### config.mk
export PLATFORM = sky130hd
export DESIGN_NAME = msx_cart_top
export DESIGN_NICKNAME = d
export VERILOG_FILES = /design/src/msx_cart_pkg.sv /design/src/msx_cart_top.sv /design/src/bus_return.sv /design/src/mapper_config_port.sv /design/src/sd_sector_buffer.sv /design/src/sd_host_regs.sv /design/src/mux_bus_sampler.sv
export SDC_FILE = /design/constraint.sdc
export NUM_CORES = 2
export LEC_CHECK = 0
export BUFFER_PORTS_ARGS = -buffer_cell sky130_fd_sc_hd__buf_2
export CAP_MARGIN = 10
export CORE_MARGIN = 1.5
export CORE_UTILIZATION = 55
export DETAILED_ROUTE_END_ITERATION = 12
export PLACE_DENSITY = 0.67
export SETUP_SLACK_MARGIN = 0.1
export SYNTH_ARGS = -nofsm -noshare
export SYNTH_HDL_FRONTEND = slang
export SYNTH_SLANG_ARGS = --single-unit
### constraint.sdc
create_clock -name clk108_w -period 9.8 [get_ports clk108_w]
set_input_delay 1.96 -clock clk108_w [delete_from_list [all_inputs] [get_ports clk108_w]]
set_output_delay 1.96 -clock clk108_w [all_outputs]
set_load 0.05 [all_outputs]
### src/msx_cart_pkg.sv
package msx_cart_pkg;

    ////////////////////
    // bus multiplexer select codes, active low
    localparam logic [2:0] MSEL_LOW  = 3'b110;  // a0-a7
    localparam logic [2:0] MSEL_HIGH = 3'b101;  // a8-a15
    localparam logic [2:0] MSEL_CTRL = 3'b011;  // merq, iorq, cs, rfsh, m1
    localparam logic [2:0] MSEL_NONE = 3'b111;

    localparam int BUS_FRAME = 7;  // clocks per sampled bus cycle

    ////////////////////
    // sd host window
    localparam logic [15:0] SDC_SDATA     = 16'h7C00;  // sector transfer area
    localparam logic [15:0] SDC_SDATA_END = 16'h7DFF;
    localparam logic [15:0] SDC_ENABLE    = 16'h7E00;  // bit 0 opens the window
    localparam logic [15:0] SDC_CMD       = 16'h7E01;  // 1 read, 2 write, 80h init
    localparam logic [15:0] SDC_STATUS    = 16'h7E02;
    localparam logic [15:0] SDC_SADDR     = 16'h7E03;  // 4 bytes, lsb first
    localparam logic [15:0] SDC_CTYPE     = 16'h7E0C;
    localparam logic [15:0] SDC_END       = 16'h7EFF;

    localparam int SECTOR_BYTES = 512;

    ////////////////////
    // mapper config port and its codes
    localparam logic [7:0] CFG_PORT       = 8'h8F;
    localparam logic [7:0] CFG_KONAMI_SCC = 8'h05;
    localparam logic [7:0] CFG_ASCII16    = 8'h16;
    localparam logic [7:0] CFG_ASCII8     = 8'h08;
    localparam logic [7:0] CFG_KONAMI     = 8'h04;

    localparam logic [1:0] MR_KONAMI  = 2'd0;
    localparam logic [1:0] MR_SCC     = 2'd1;
    localparam logic [1:0] MR_ASCII16 = 2'd2;
    localparam logic [1:0] MR_ASCII8  = 2'd3;

    // control byte as it sits on mp during MSEL_CTRL
    typedef struct packed {
        logic m1_n;
        logic cs12_n;
        logic rfsh_n;
        logic res_n;
        logic cs2_n;
        logic cs1_n;
        logic iorq_n;
        logic merq_n;
    } ctrl_byte_t;

    typedef union packed {
        logic [7:0] raw;   // address byte
        ctrl_byte_t ctrl;
    } mux_byte_u;

    typedef struct packed {
        logic [15:0] addr;
        logic [7:0]  data;
        logic        merq_n;
        logic        iorq_n;
        logic        m1_n;
        logic        rd_n;
        logic        wr_n;
        logic        sltsl_n;
        logic        spare;
    } cpu_bus_t;

    typedef struct packed {
        logic       hit;
        logic [7:0] data;
    } slave_resp_t;

    typedef struct packed {
        logic        read_start;
        logic        write_start;
        logic        init;
        logic [31:0] sector;
    } sd_req_t;

    typedef struct packed {
        logic       busy;
        logic       done;   // one clock wide
        logic       crc_error;
        logic       timeout_error;
        logic [1:0] card_type;
    } sd_stat_t;

    typedef struct packed {
        logic [1:0] megaram_type;
        logic       scc_enable;
    } mapper_cfg_t;

endpackage
### src/msx_cart_top.sv
`timescale 1ns/1ns

module msx_cart_top (
    input  logic                      clk108_w,
    input  logic                      ram_enabled_w,
    input  logic [7:0]                mp,
    input  logic                      rd_n,
    input  logic                      wr_n,
    input  logic                      sltsl_n,
    input  logic [7:0]                cd_in,
    input  msx_cart_pkg::sd_stat_t    sd_stat,
    output logic [2:0]                msel_n,
    output logic [7:0]                cd_out,
    output logic                      data_dir,
    output msx_cart_pkg::sd_req_t     sd_req,
    output msx_cart_pkg::mapper_cfg_t mapper_cfg
);

    msx_cart_pkg::cpu_bus_t    bus;
    logic                      bus_strobe;
    logic                      sd_en;
    msx_cart_pkg::slave_resp_t reg_resp;
    msx_cart_pkg::slave_resp_t buf_resp;

    mux_bus_sampler u_mux_bus_sampler (
        .clk108_w      (clk108_w),
        .ram_enabled_w (ram_enabled_w),
        .mp            (mp),
        .rd_n          (rd_n),
        .wr_n          (wr_n),
        .sltsl_n       (sltsl_n),
        .cd_in         (cd_in),
        .msel_n        (msel_n),
        .bus           (bus),
        .bus_strobe    (bus_strobe)
    );

    ////////////////////
    // bus slaves
    sd_host_regs u_sd_host_regs (
        .clk108_w      (clk108_w),
        .ram_enabled_w (ram_enabled_w),
        .bus           (bus),
        .bus_strobe    (bus_strobe),
        .sd_stat       (sd_stat),
        .reg_resp      (reg_resp),
        .sd_en         (sd_en),
        .sd_req        (sd_req)
    );

    sd_sector_buffer u_sd_sector_buffer (
        .clk108_w      (clk108_w),
        .ram_enabled_w (ram_enabled_w),
        .bus           (bus),
        .bus_strobe    (bus_strobe),
        .sd_en         (sd_en),
        .buf_resp      (buf_resp)
    );

    mapper_config_port u_mapper_config_port (  // write only, no response
        .clk108_w      (clk108_w),
        .ram_enabled_w (ram_enabled_w),
        .bus           (bus),
        .bus_strobe    (bus_strobe),
        .mapper_cfg    (mapper_cfg)
    );

    bus_return u_bus_return (
        .clk108_w      (clk108_w),
        .ram_enabled_w (ram_enabled_w),
        .reg_resp      (reg_resp),
        .buf_resp      (buf_resp),
        .cd_out        (cd_out),
        .data_dir      (data_dir)
    );

endmodule

### src/bus_return.sv
`timescale 1ns/1ns

module bus_return (
    input  logic                      clk108_w,
    input  logic                      ram_enabled_w,
    input  msx_cart_pkg::slave_resp_t reg_resp,
    input  msx_cart_pkg::slave_resp_t buf_resp,
    output logic [7:0]                cd_out,
    output logic                      data_dir
);

    logic       resp_hit;
    logic [7:0] resp_data;

    // windows never overlap, so at most one hit
    assign resp_hit  = reg_resp.hit || buf_resp.hit;
    assign resp_data = reg_resp.hit ? reg_resp.data : buf_resp.data;

    always_ff @(posedge clk108_w or negedge ram_enabled_w) begin
        if (!ram_enabled_w)
            data_dir <= 1'b1;       // bus input
        else
            data_dir <= !resp_hit;  // low drives cd toward the cpu
    end

    always_ff @(posedge clk108_w) begin
        if (resp_hit)
            cd_out <= resp_data;
    end

endmodule

### src/mapper_config_port.sv
`timescale 1ns/1ns

module mapper_config_port (
    input  logic                      clk108_w,
    input  logic                      ram_enabled_w,
    input  msx_cart_pkg::cpu_bus_t    bus,
    input  logic                      bus_strobe,
    output msx_cart_pkg::mapper_cfg_t mapper_cfg
);

    logic cfg_wr;

    // io write to port 8fh, low address byte only
    assign cfg_wr = bus_strobe && !bus.iorq_n && bus.m1_n && !bus.wr_n && bus.rd_n &&
                    (bus.addr[7:0] == msx_cart_pkg::CFG_PORT);

    always_ff @(posedge clk108_w or negedge ram_enabled_w) begin
        if (!ram_enabled_w) begin
            mapper_cfg <= '{megaram_type: msx_cart_pkg::MR_SCC, scc_enable: 1'b1};
        end else if (cfg_wr) begin
            case (bus.data)
                msx_cart_pkg::CFG_KONAMI_SCC: begin
                    mapper_cfg <= '{megaram_type: msx_cart_pkg::MR_SCC, scc_enable: 1'b1};
                end
                msx_cart_pkg::CFG_ASCII16: begin
                    mapper_cfg <= '{megaram_type: msx_cart_pkg::MR_ASCII16, scc_enable: 1'b0};
                end
                msx_cart_pkg::CFG_ASCII8: begin
                    mapper_cfg <= '{megaram_type: msx_cart_pkg::MR_ASCII8, scc_enable: 1'b0};
                end
                msx_cart_pkg::CFG_KONAMI: begin
                    mapper_cfg <= '{megaram_type: msx_cart_pkg::MR_KONAMI, scc_enable: 1'b0};
                end
                default: ;  // unknown code, keep current mapper
            endcase
        end
    end

endmodule

### src/sd_sector_buffer.sv
`timescale 1ns/1ns

module sd_sector_buffer (
    input  logic                      clk108_w,
    input  logic                      ram_enabled_w,
    input  msx_cart_pkg::cpu_bus_t    bus,
    input  logic                      bus_strobe,
    input  logic                      sd_en,
    output msx_cart_pkg::slave_resp_t buf_resp
);

    logic [7:0] mem [msx_cart_pkg::SECTOR_BYTES];
    logic [8:0] idx;
    logic       claim;
    logic       hit_q;
    logic [7:0] data_q;

    assign idx   = bus.addr[8:0];  // offset inside the 512 byte window
    assign claim = sd_en && !bus.merq_n && bus.iorq_n && bus.m1_n && !bus.sltsl_n &&
                   (bus.addr >= msx_cart_pkg::SDC_SDATA) &&
                   (bus.addr <= msx_cart_pkg::SDC_SDATA_END);

    always_ff @(posedge clk108_w) begin
        if (bus_strobe) begin
            if (claim && !bus.wr_n)
                mem[idx] <= bus.data;
            data_q <= mem[idx];
        end
    end

    always_ff @(posedge clk108_w or negedge ram_enabled_w) begin
        if (!ram_enabled_w)
            hit_q <= 1'b0;
        else if (bus_strobe)
            hit_q <= claim && !bus.rd_n;  // held for the whole frame
    end

    assign buf_resp = '{hit: hit_q, data: data_q};

endmodule

### src/sd_host_regs.sv
`timescale 1ns/1ns

module sd_host_regs (
    input  logic                      clk108_w,
    input  logic                      ram_enabled_w,
    input  msx_cart_pkg::cpu_bus_t    bus,
    input  logic                      bus_strobe,
    input  msx_cart_pkg::sd_stat_t    sd_stat,
    output msx_cart_pkg::slave_resp_t reg_resp,
    output logic                      sd_en,
    output msx_cart_pkg::sd_req_t     sd_req
);

    logic       mem_cyc;
    logic       in_win;
    logic       is_enable;
    logic       claim;
    logic [7:0] rd_data;

    assign mem_cyc   = !bus.merq_n && bus.iorq_n && bus.m1_n && !bus.sltsl_n;
    assign in_win    = (bus.addr >= msx_cart_pkg::SDC_ENABLE) &&
                       (bus.addr <= msx_cart_pkg::SDC_END);
    assign is_enable = (bus.addr == msx_cart_pkg::SDC_ENABLE);
    assign claim     = mem_cyc && in_win && (sd_en || is_enable);  // enable reg always open

    // readback mux
    always_comb begin
        case (bus.addr)
            msx_cart_pkg::SDC_ENABLE: rd_data = {7'b0, sd_en};
            msx_cart_pkg::SDC_STATUS: begin
                rd_data = {sd_stat.busy, 5'b0, sd_stat.timeout_error, sd_stat.crc_error};
            end
            msx_cart_pkg::SDC_CTYPE:  rd_data = {6'b0, sd_stat.card_type};
            default:                  rd_data = 8'hFF;
        endcase
    end

    ////////////////////
    // register writes and read response
    always_ff @(posedge clk108_w or negedge ram_enabled_w) begin
        if (!ram_enabled_w) begin
            sd_en    <= 1'b0;
            sd_req   <= '0;
            reg_resp <= '0;
        end else begin
            if (sd_stat.done) begin  // card finished, drop the request
                sd_req.read_start  <= 1'b0;
                sd_req.write_start <= 1'b0;
            end
            if (bus_strobe) begin
                reg_resp.hit  <= claim && !bus.rd_n;
                reg_resp.data <= rd_data;
                if (claim && !bus.wr_n) begin
                    case (bus.addr)
                        msx_cart_pkg::SDC_ENABLE: sd_en <= bus.data[0];
                        msx_cart_pkg::SDC_CMD: begin
                            sd_req.read_start  <= sd_req.read_start | bus.data[0];
                            sd_req.write_start <= sd_req.write_start | bus.data[1];
                            sd_req.init        <= sd_req.init | bus.data[7];
                        end
                        msx_cart_pkg::SDC_SADDR:         sd_req.sector[7:0]   <= bus.data;
                        msx_cart_pkg::SDC_SADDR + 16'd1: sd_req.sector[15:8]  <= bus.data;
                        msx_cart_pkg::SDC_SADDR + 16'd2: sd_req.sector[23:16] <= bus.data;
                        msx_cart_pkg::SDC_SADDR + 16'd3: sd_req.sector[31:24] <= bus.data;
                        default: ;  // read-only or unused
                    endcase
                end
            end
        end
    end

endmodule

### src/mux_bus_sampler.sv
`timescale 1ns/1ns

module mux_bus_sampler (
    input  logic                   clk108_w,
    input  logic                   ram_enabled_w,
    input  logic [7:0]             mp,
    input  logic                   rd_n,
    input  logic                   wr_n,
    input  logic                   sltsl_n,
    input  logic [7:0]             cd_in,
    output logic [2:0]             msel_n,
    output msx_cart_pkg::cpu_bus_t bus,
    output logic                   bus_strobe
);

    logic [2:0]              state;
    logic                    dotena;   // second clock of a select code
    msx_cart_pkg::mux_byte_u pin_w;
    msx_cart_pkg::mux_byte_u addr_lo;
    msx_cart_pkg::mux_byte_u addr_hi;

    assign pin_w = mp;

    ////////////////////
    // select sequencer
    always_ff @(posedge clk108_w or negedge ram_enabled_w) begin
        if (!ram_enabled_w) begin
            state  <= '0;
            msel_n <= msx_cart_pkg::MSEL_NONE;
            dotena <= 1'b0;
        end else begin
            dotena <= state[0];  // odd states hold the code
            case (state)
                3'd0: msel_n <= msx_cart_pkg::MSEL_LOW;
                3'd2: msel_n <= msx_cart_pkg::MSEL_HIGH;
                3'd4: msel_n <= msx_cart_pkg::MSEL_CTRL;
                3'd6: msel_n <= msx_cart_pkg::MSEL_NONE;
                default: ;
            endcase
            if (state == 3'(msx_cart_pkg::BUS_FRAME - 1))
                state <= '0;
            else
                state <= state + 3'd1;
        end
    end

    // pin capture, the frame is published with the control byte
    always_ff @(posedge clk108_w) begin
        if (dotena) begin
            case (msel_n)
                msx_cart_pkg::MSEL_LOW:  addr_lo <= pin_w;
                msx_cart_pkg::MSEL_HIGH: addr_hi <= pin_w;
                msx_cart_pkg::MSEL_CTRL: begin
                    bus.addr    <= {addr_hi.raw, addr_lo.raw};
                    bus.data    <= cd_in;
                    bus.merq_n  <= pin_w.ctrl.merq_n;
                    bus.iorq_n  <= pin_w.ctrl.iorq_n;
                    bus.m1_n    <= pin_w.ctrl.m1_n;
                    bus.rd_n    <= rd_n;
                    bus.wr_n    <= wr_n;
                    bus.sltsl_n <= sltsl_n;
                    bus.spare   <= 1'b0;
                end
                default: ;
            endcase
        end
    end

    always_ff @(posedge clk108_w or negedge ram_enabled_w) begin
        if (!ram_enabled_w)
            bus_strobe <= 1'b0;
        else
            bus_strobe <= dotena && (msel_n == msx_cart_pkg::MSEL_CTRL);
    end

endmodule

### After elaboration in Yosys (flattened, before gate mapping)

Memories as Yosys holds them, arrays and structs flattened. A register that Yosys moved wholly into a read port is not among the register bits.
Index checks and enable logic that the tools add are counted.

| operators by class | value |
|---|---|
| $add $sub $neg | 1 |
| multipliers | 0 |
| div/mod/pow operators | 0 |
| $lt $le $gt $ge | 4 |
| eq/ne operators | 19 |
| shift operators | 0 |
| multiplexer cells | 16 |
| bitwise gates (word level) | 3 |
| reductions and logical operators | 43 |

Operators by type and width:

| operator | number |
|---|---|
| $eq 16x15->1 const B | 8 |
| $mux 35 | 2 |
| $mux 8 | 5 |
| $ge 16x15->1 const B | 2 |
| $le 16x15->1 const B | 2 |
| $pmux 3 s4 | 2 |
| $pmux 8 s3 | 1 |
| $logic_and 1x1->1 | 22 |
| $reduce_and 3->1 | 6 |
| $eq 8x3->1 const B | 2 |
| $eq 3x3->1 const B | 4 |
| $eq 8x4->1 const B | 1 |
| $eq 8x5->1 const B | 1 |
| $eq 8x8->1 const B | 1 |
| $reduce_and 2->1 | 4 |
| $reduce_bool 4->1 | 2 |
| $eq 3x2->1 const B | 2 |
| $logic_not 1->1 | 6 |
| $mux 3 | 2 |
| $add 3x1->3 const B | 1 |
| $logic_not 3->1 | 1 |
| $mux 1 | 3 |
| $or 1x1->1 | 3 |
| $logic_or 1x1->1 | 2 |
| $mux 2 | 1 |

| storage, ports and cells | value |
|---|---|
| bits in registers | 112 |
| latch bits | 0 |
| memory bits (writable) | 4,096 |
| bits in read-only memories | 0 |
| bits of input ports | 27 |
| output and inout bits | 50 |
| word-level logic and storage cells | 116 |
| memories kept | 1 |

Memory list:

| memory | words | bits a word | read ports | clocked after Yosys merged registers in | wr ports | RTL line | text |
|---|---|---|---|---|---|---|---|
| u_sd_sector_buffer.mem | 512 | 8 | 1 | 1 | 1 | sd_sector_buffer.sv:12 | `logic [7:0] mem [msx_cart_pkg::SECTOR_BYTES];` |

### Depth between registers and ports, before layout

| depth | value |
|---|---|
| depth in word-level cells | 11 |
| depth in mapped cells | 14 |
| mapped depth without buffers | 7 |

### Hierarchy

A second synthesis with hierarchy kept.

| second synthesis, totals | value |
|---|---|
| cells, all modules | 7,780 |
| area total of the unflattened synthesis | 162,893.7 µm² |

Modules (own cells, without submodules):

| module | instances | cells an instance | area an instance (µm²) | sequential area each (µm²) |
|---|---|---|---|---|
| sd_sector_buffer | 1 | 7,533 | 158,648.4 | 123,263.2 |
| sd_host_regs | 1 | 133 | 1,875.5 | 1,026.0 |
| mux_bus_sampler | 1 | 71 | 1,704.1 | 1,585.3 |
| bus_return | 1 | 20 | 407.9 | 266.5 |
| mapper_config_port | 1 | 23 | 257.7 | 77.6 |

### Worst setup path before layout

No wires, ideal clock.

| timing path | value |
|---|---|
| path kind | register to register |
| start | register, netlist name u_mux_bus_sampler.bus[8] |
| end | memory u_sd_sector_buffer.mem[0][1] (data pin) |
| library setup time | 1.458 ns |
| arrival time | 6.265 ns |
| data required time | 8.342 ns |
| slack | 2.078 ns |
| stages on the path, launching flop included | 1 |
| buffers on the path | 0 |
| period minus slack after synthesis | 7.722 ns |
| path through | edfxtp_1 |

RTL lines:

| element | RTL line |
|---|---|
| end: declaration | sd_sector_buffer.sv:12 |

No word-level cell before the write port.

==> impl_metrics.json <==
{
  "io_pins": 77,
  "crit_family": "compound AO/OA/AOI/OAI gates",
  "final_core_util": 0.617,
  "critPathCaptureType": "flop",
  "start_kind": "flop",
  "wl_met3_um": 56800,
  "syn-num-nets": 7672,
  "fp-row-count": 199,
  "power_mw": 36.0,
  "cts_tree": "done",
  "coreArea_mm2": 0.294,
  "rsz0062_at_grt": "no",
  "top_layer": "met5",
  "hpwl_um": 277000,
  "grt.total_usage": 0.311,
  "drc": 0,
  "min-delay-start": "u_mux_bus_sampler.addr_hi[3]$_DFFE_PP_",
  "die_h_um": 547,
  "cts.path.max_buffers": 4,
  "place_inst": 11400,
  "crit_path_start": "u_mux_bus_sampler.bus[16]$_DFFE_PP_",
  "cp.arrival_ns": 6.46,
  "syn_inst": 7645,
  "setup_ws_ns": 4.00,
  "antenna_found_initial": 29,
  "drv_slew": 2,
  "nets": 7895,
  "drive_gt1_frac": 0.240,
  "async_flop_share": 0.0128,
  "cts-htree-levels": 5,
  "yosysMostFrequentCell": "edfxtp_1",
  "critPathRequiredTime_ns": 10.46,
  "hold_viol": 0,
  "maxCapViolations": 1,
  "setup-violations-final": 0,
  "synth_top_area_share": 0.766,
  "cts.sinks": 4212,
  "drtPass1Iterations": 8,
  "drt_iter0_drc": 13500,
  "fmax_mhz": 172,
  "synth_area_mm2": 0.163,
  "placed_area_mm2": 0.168,
  "dieArea_mm2": 0.299,
  "clk_latency_ns": 0.98,
  "drt-met1-wl_um": 169000,
  "grt_pass1_vias": 81900,
  "fin_area_mm2": 0.181,
  "wl_per_cell_um": 38.4,
  "skew_ns": 0.0473,
  "nFillCells": 20100,
  "wl_um": 467000,
  "whs_ns": 0.417,
  "critPathBufInv": 2,
  "tns_ns": 0,
  "portBuffers": 76,
  "post-route-period-util": 0.592,
  "crit_type": "flop to flop",
  "path_clk_slew_ns": 0.06,
  "synth_commonest_cells": "4158 x edfxtp_1, 978 x mux4_2, 579 x nor2_1",
  "dp_slack_ns": 4.14,
  "viasPerCell": 6.94,
  "die_x_um": 547,
  "outcome": "finished, violations left",
  "vias": 84400,
  "p_per_area_mw_per_mm2": 199,
  "fin_cells": 12200,
  "crit_slowest_cell": "a2111oi_0",
  "total_leakage_power_nw": 56.7,
  "maxSlewHeadroom": -0.124,
  "met2_wirelength_um": 214000,
  "crit_fanout": 94,
  "grt_pass1_wl_um": 647000,
  "cts_buffers": 414,
  "start_util": 0.554,
  "fin_crit_ns": 5.80,
  "worst_slew_pin_slew_ns": 1.68,
  "yosys-top-cells-area": "edfxtp_1 77%, mux4_2 14%, mux2i_1 1.7%",
  "syn_avg_cell_area_um2": 21.3,
  "cts_hold_buf": 0,
  "cts-root-buf": "clkbuf_16",
  "grt_max_degree": 237,
  "cts_setup_buffers": 0,
  "grt_overflow": 0,
  "hold_class": "flop to flop",
  "cp_cell_sequence": "buf_4 -> buf_12 -> mux4_2 -> mux2i_1 -> a32oi_1 -> nand2_1 -> a22oi_1 -> a2111oi_0 -> a31oi_1",
  "yosysWarnings": 0,
  "r2r_start": "u_mux_bus_sampler.bus[16]$_DFFE_PP_",
  "synth-seq-area-share": 0.775,
  "cts_resized": 0,
  "ys_seq_elements": 4212,
  "ys.flop_type": "edfxtp_1",
  "cp_slowest_stage_delay_ns": 1.14,
  "synth-edff-count": 4158,
  "synth_cell_types": 75,
  "gp_congestion": 0.896,
  "violations": "max-capacitance violations, max-slew violations",
  "yosys.area.top_type": "edfxtp_1",
  "peakVddDrop_v": 0.000204,
  "ant_nets": 0,
  "synthToLayoutAreaGrowth_pct": 11.4
}
[layout make-up]
type | instances | area [um^2] | share of cell area
inverters | 14 | 65.1 | 0.000358
clock inverters | 265 | 2730 | 0.0150
well taps | 3919 | 4900 | 0.0270
flip-flops and latches | 4212 | 126000 | 0.695
multi-input cells | 2950 | 34400 | 0.190
diodes | 19 | 47.5 | 0.000262
clock buffers | 502 | 10800 | 0.0596
repair buffers | 276 | 2260 | 0.0125
[routing by layer]
metal	vias up	global-route usage
li1	32500	-
met2	6106	0.468
met3	1172	0.0789
met4	28	0.146
met1	44600	0.431
met5	-	0
[final timing paths]
| path | endpoint | slack, ns | depth (start not counted) |
|---|---|---|---|
| max | u_sd_sector_buffer.data_q[4]$_DFFE_PP_ | 4.00 | 9 |
| max in group asynchronous | u_sd_host_regs.sd_req[22]$_DFFE_PN0P_ | 8.17 | 2 |
| min reg2reg | u_mux_bus_sampler.bus[26]$_DFFE_PP_ | 0.42 | 0 |
| max reg2reg | u_sd_sector_buffer.data_q[4]$_DFFE_PP_ | 4.00 | 9 |
| min | u_mux_bus_sampler.bus[26]$_DFFE_PP_ | 0.42 | 0 |
| min in group asynchronous | u_sd_host_regs.sd_req[34]$_DFF_PN0_ | 1.13 | 2 |
[layout by cell type, fill, tap and decap left out, types with 15 or more instances in the layout]
master and n:
mux2i_1 280, clkinvlp_4 15, edfxtp_1 4158, nor2b_1 19, a22oi_1 119, clkinv_1 96, mux2_2 48, nor3_1 36
a221oi_1 23, clkbuf_16 417, o22ai_1 121, o22a_1 20, buf_2 76, buf_12 29, a21oi_1 72, a32oi_1 30
a31oi_1 25, nand2_1 177, dfrtp_1 48, diode_2 19, buf_4 169, nor2_1 570, a211oi_1 33, nand4_1 21
o21ai_0 58, clkbuf_1 78, mux4_2 978, o221ai_1 23, nand3_1 79, clkinv_2 82, bufinv_16 42
[where the power goes]
group	switching [mW]	internal (mW)
sequential	0.00170	19.8
combinational	0.293	0.0194
clock	6.91	9.01
total	7.21	28.8
[sequential cells by signal (all words and copies together), names as in the netlist, 3 cells and up]
signal	flops
u_sd_sector_buffer.data_q	8
u_bus_return.cd_out	8
u_mapper_config_port.mapper_cfg	3
u_mux_bus_sampler.msel_n	3
u_sd_sector_buffer.mem	4096
u_sd_host_regs.sd_req	35
u_sd_host_regs.reg_resp	5
u_mux_bus_sampler.addr_hi	8
u_mux_bus_sampler.state	3
u_mux_bus_sampler.addr_lo	8
u_mux_bus_sampler.bus	30
[kinds of logic (layout without fill, tap and decap cells)]
logic type             after synthesis  after routing  synth area share
and+or+nand+nor                   1050           1050            0.0283
other                                0             19                 0
AOI/OAI and AO/OA                  593            593            0.0255
muxes                             1307           1307             0.156
DFF                               4212           4212             0.775
buffers and inverters              483           1057            0.0157
Note: power is estimated with default switching activity, not from simulation.
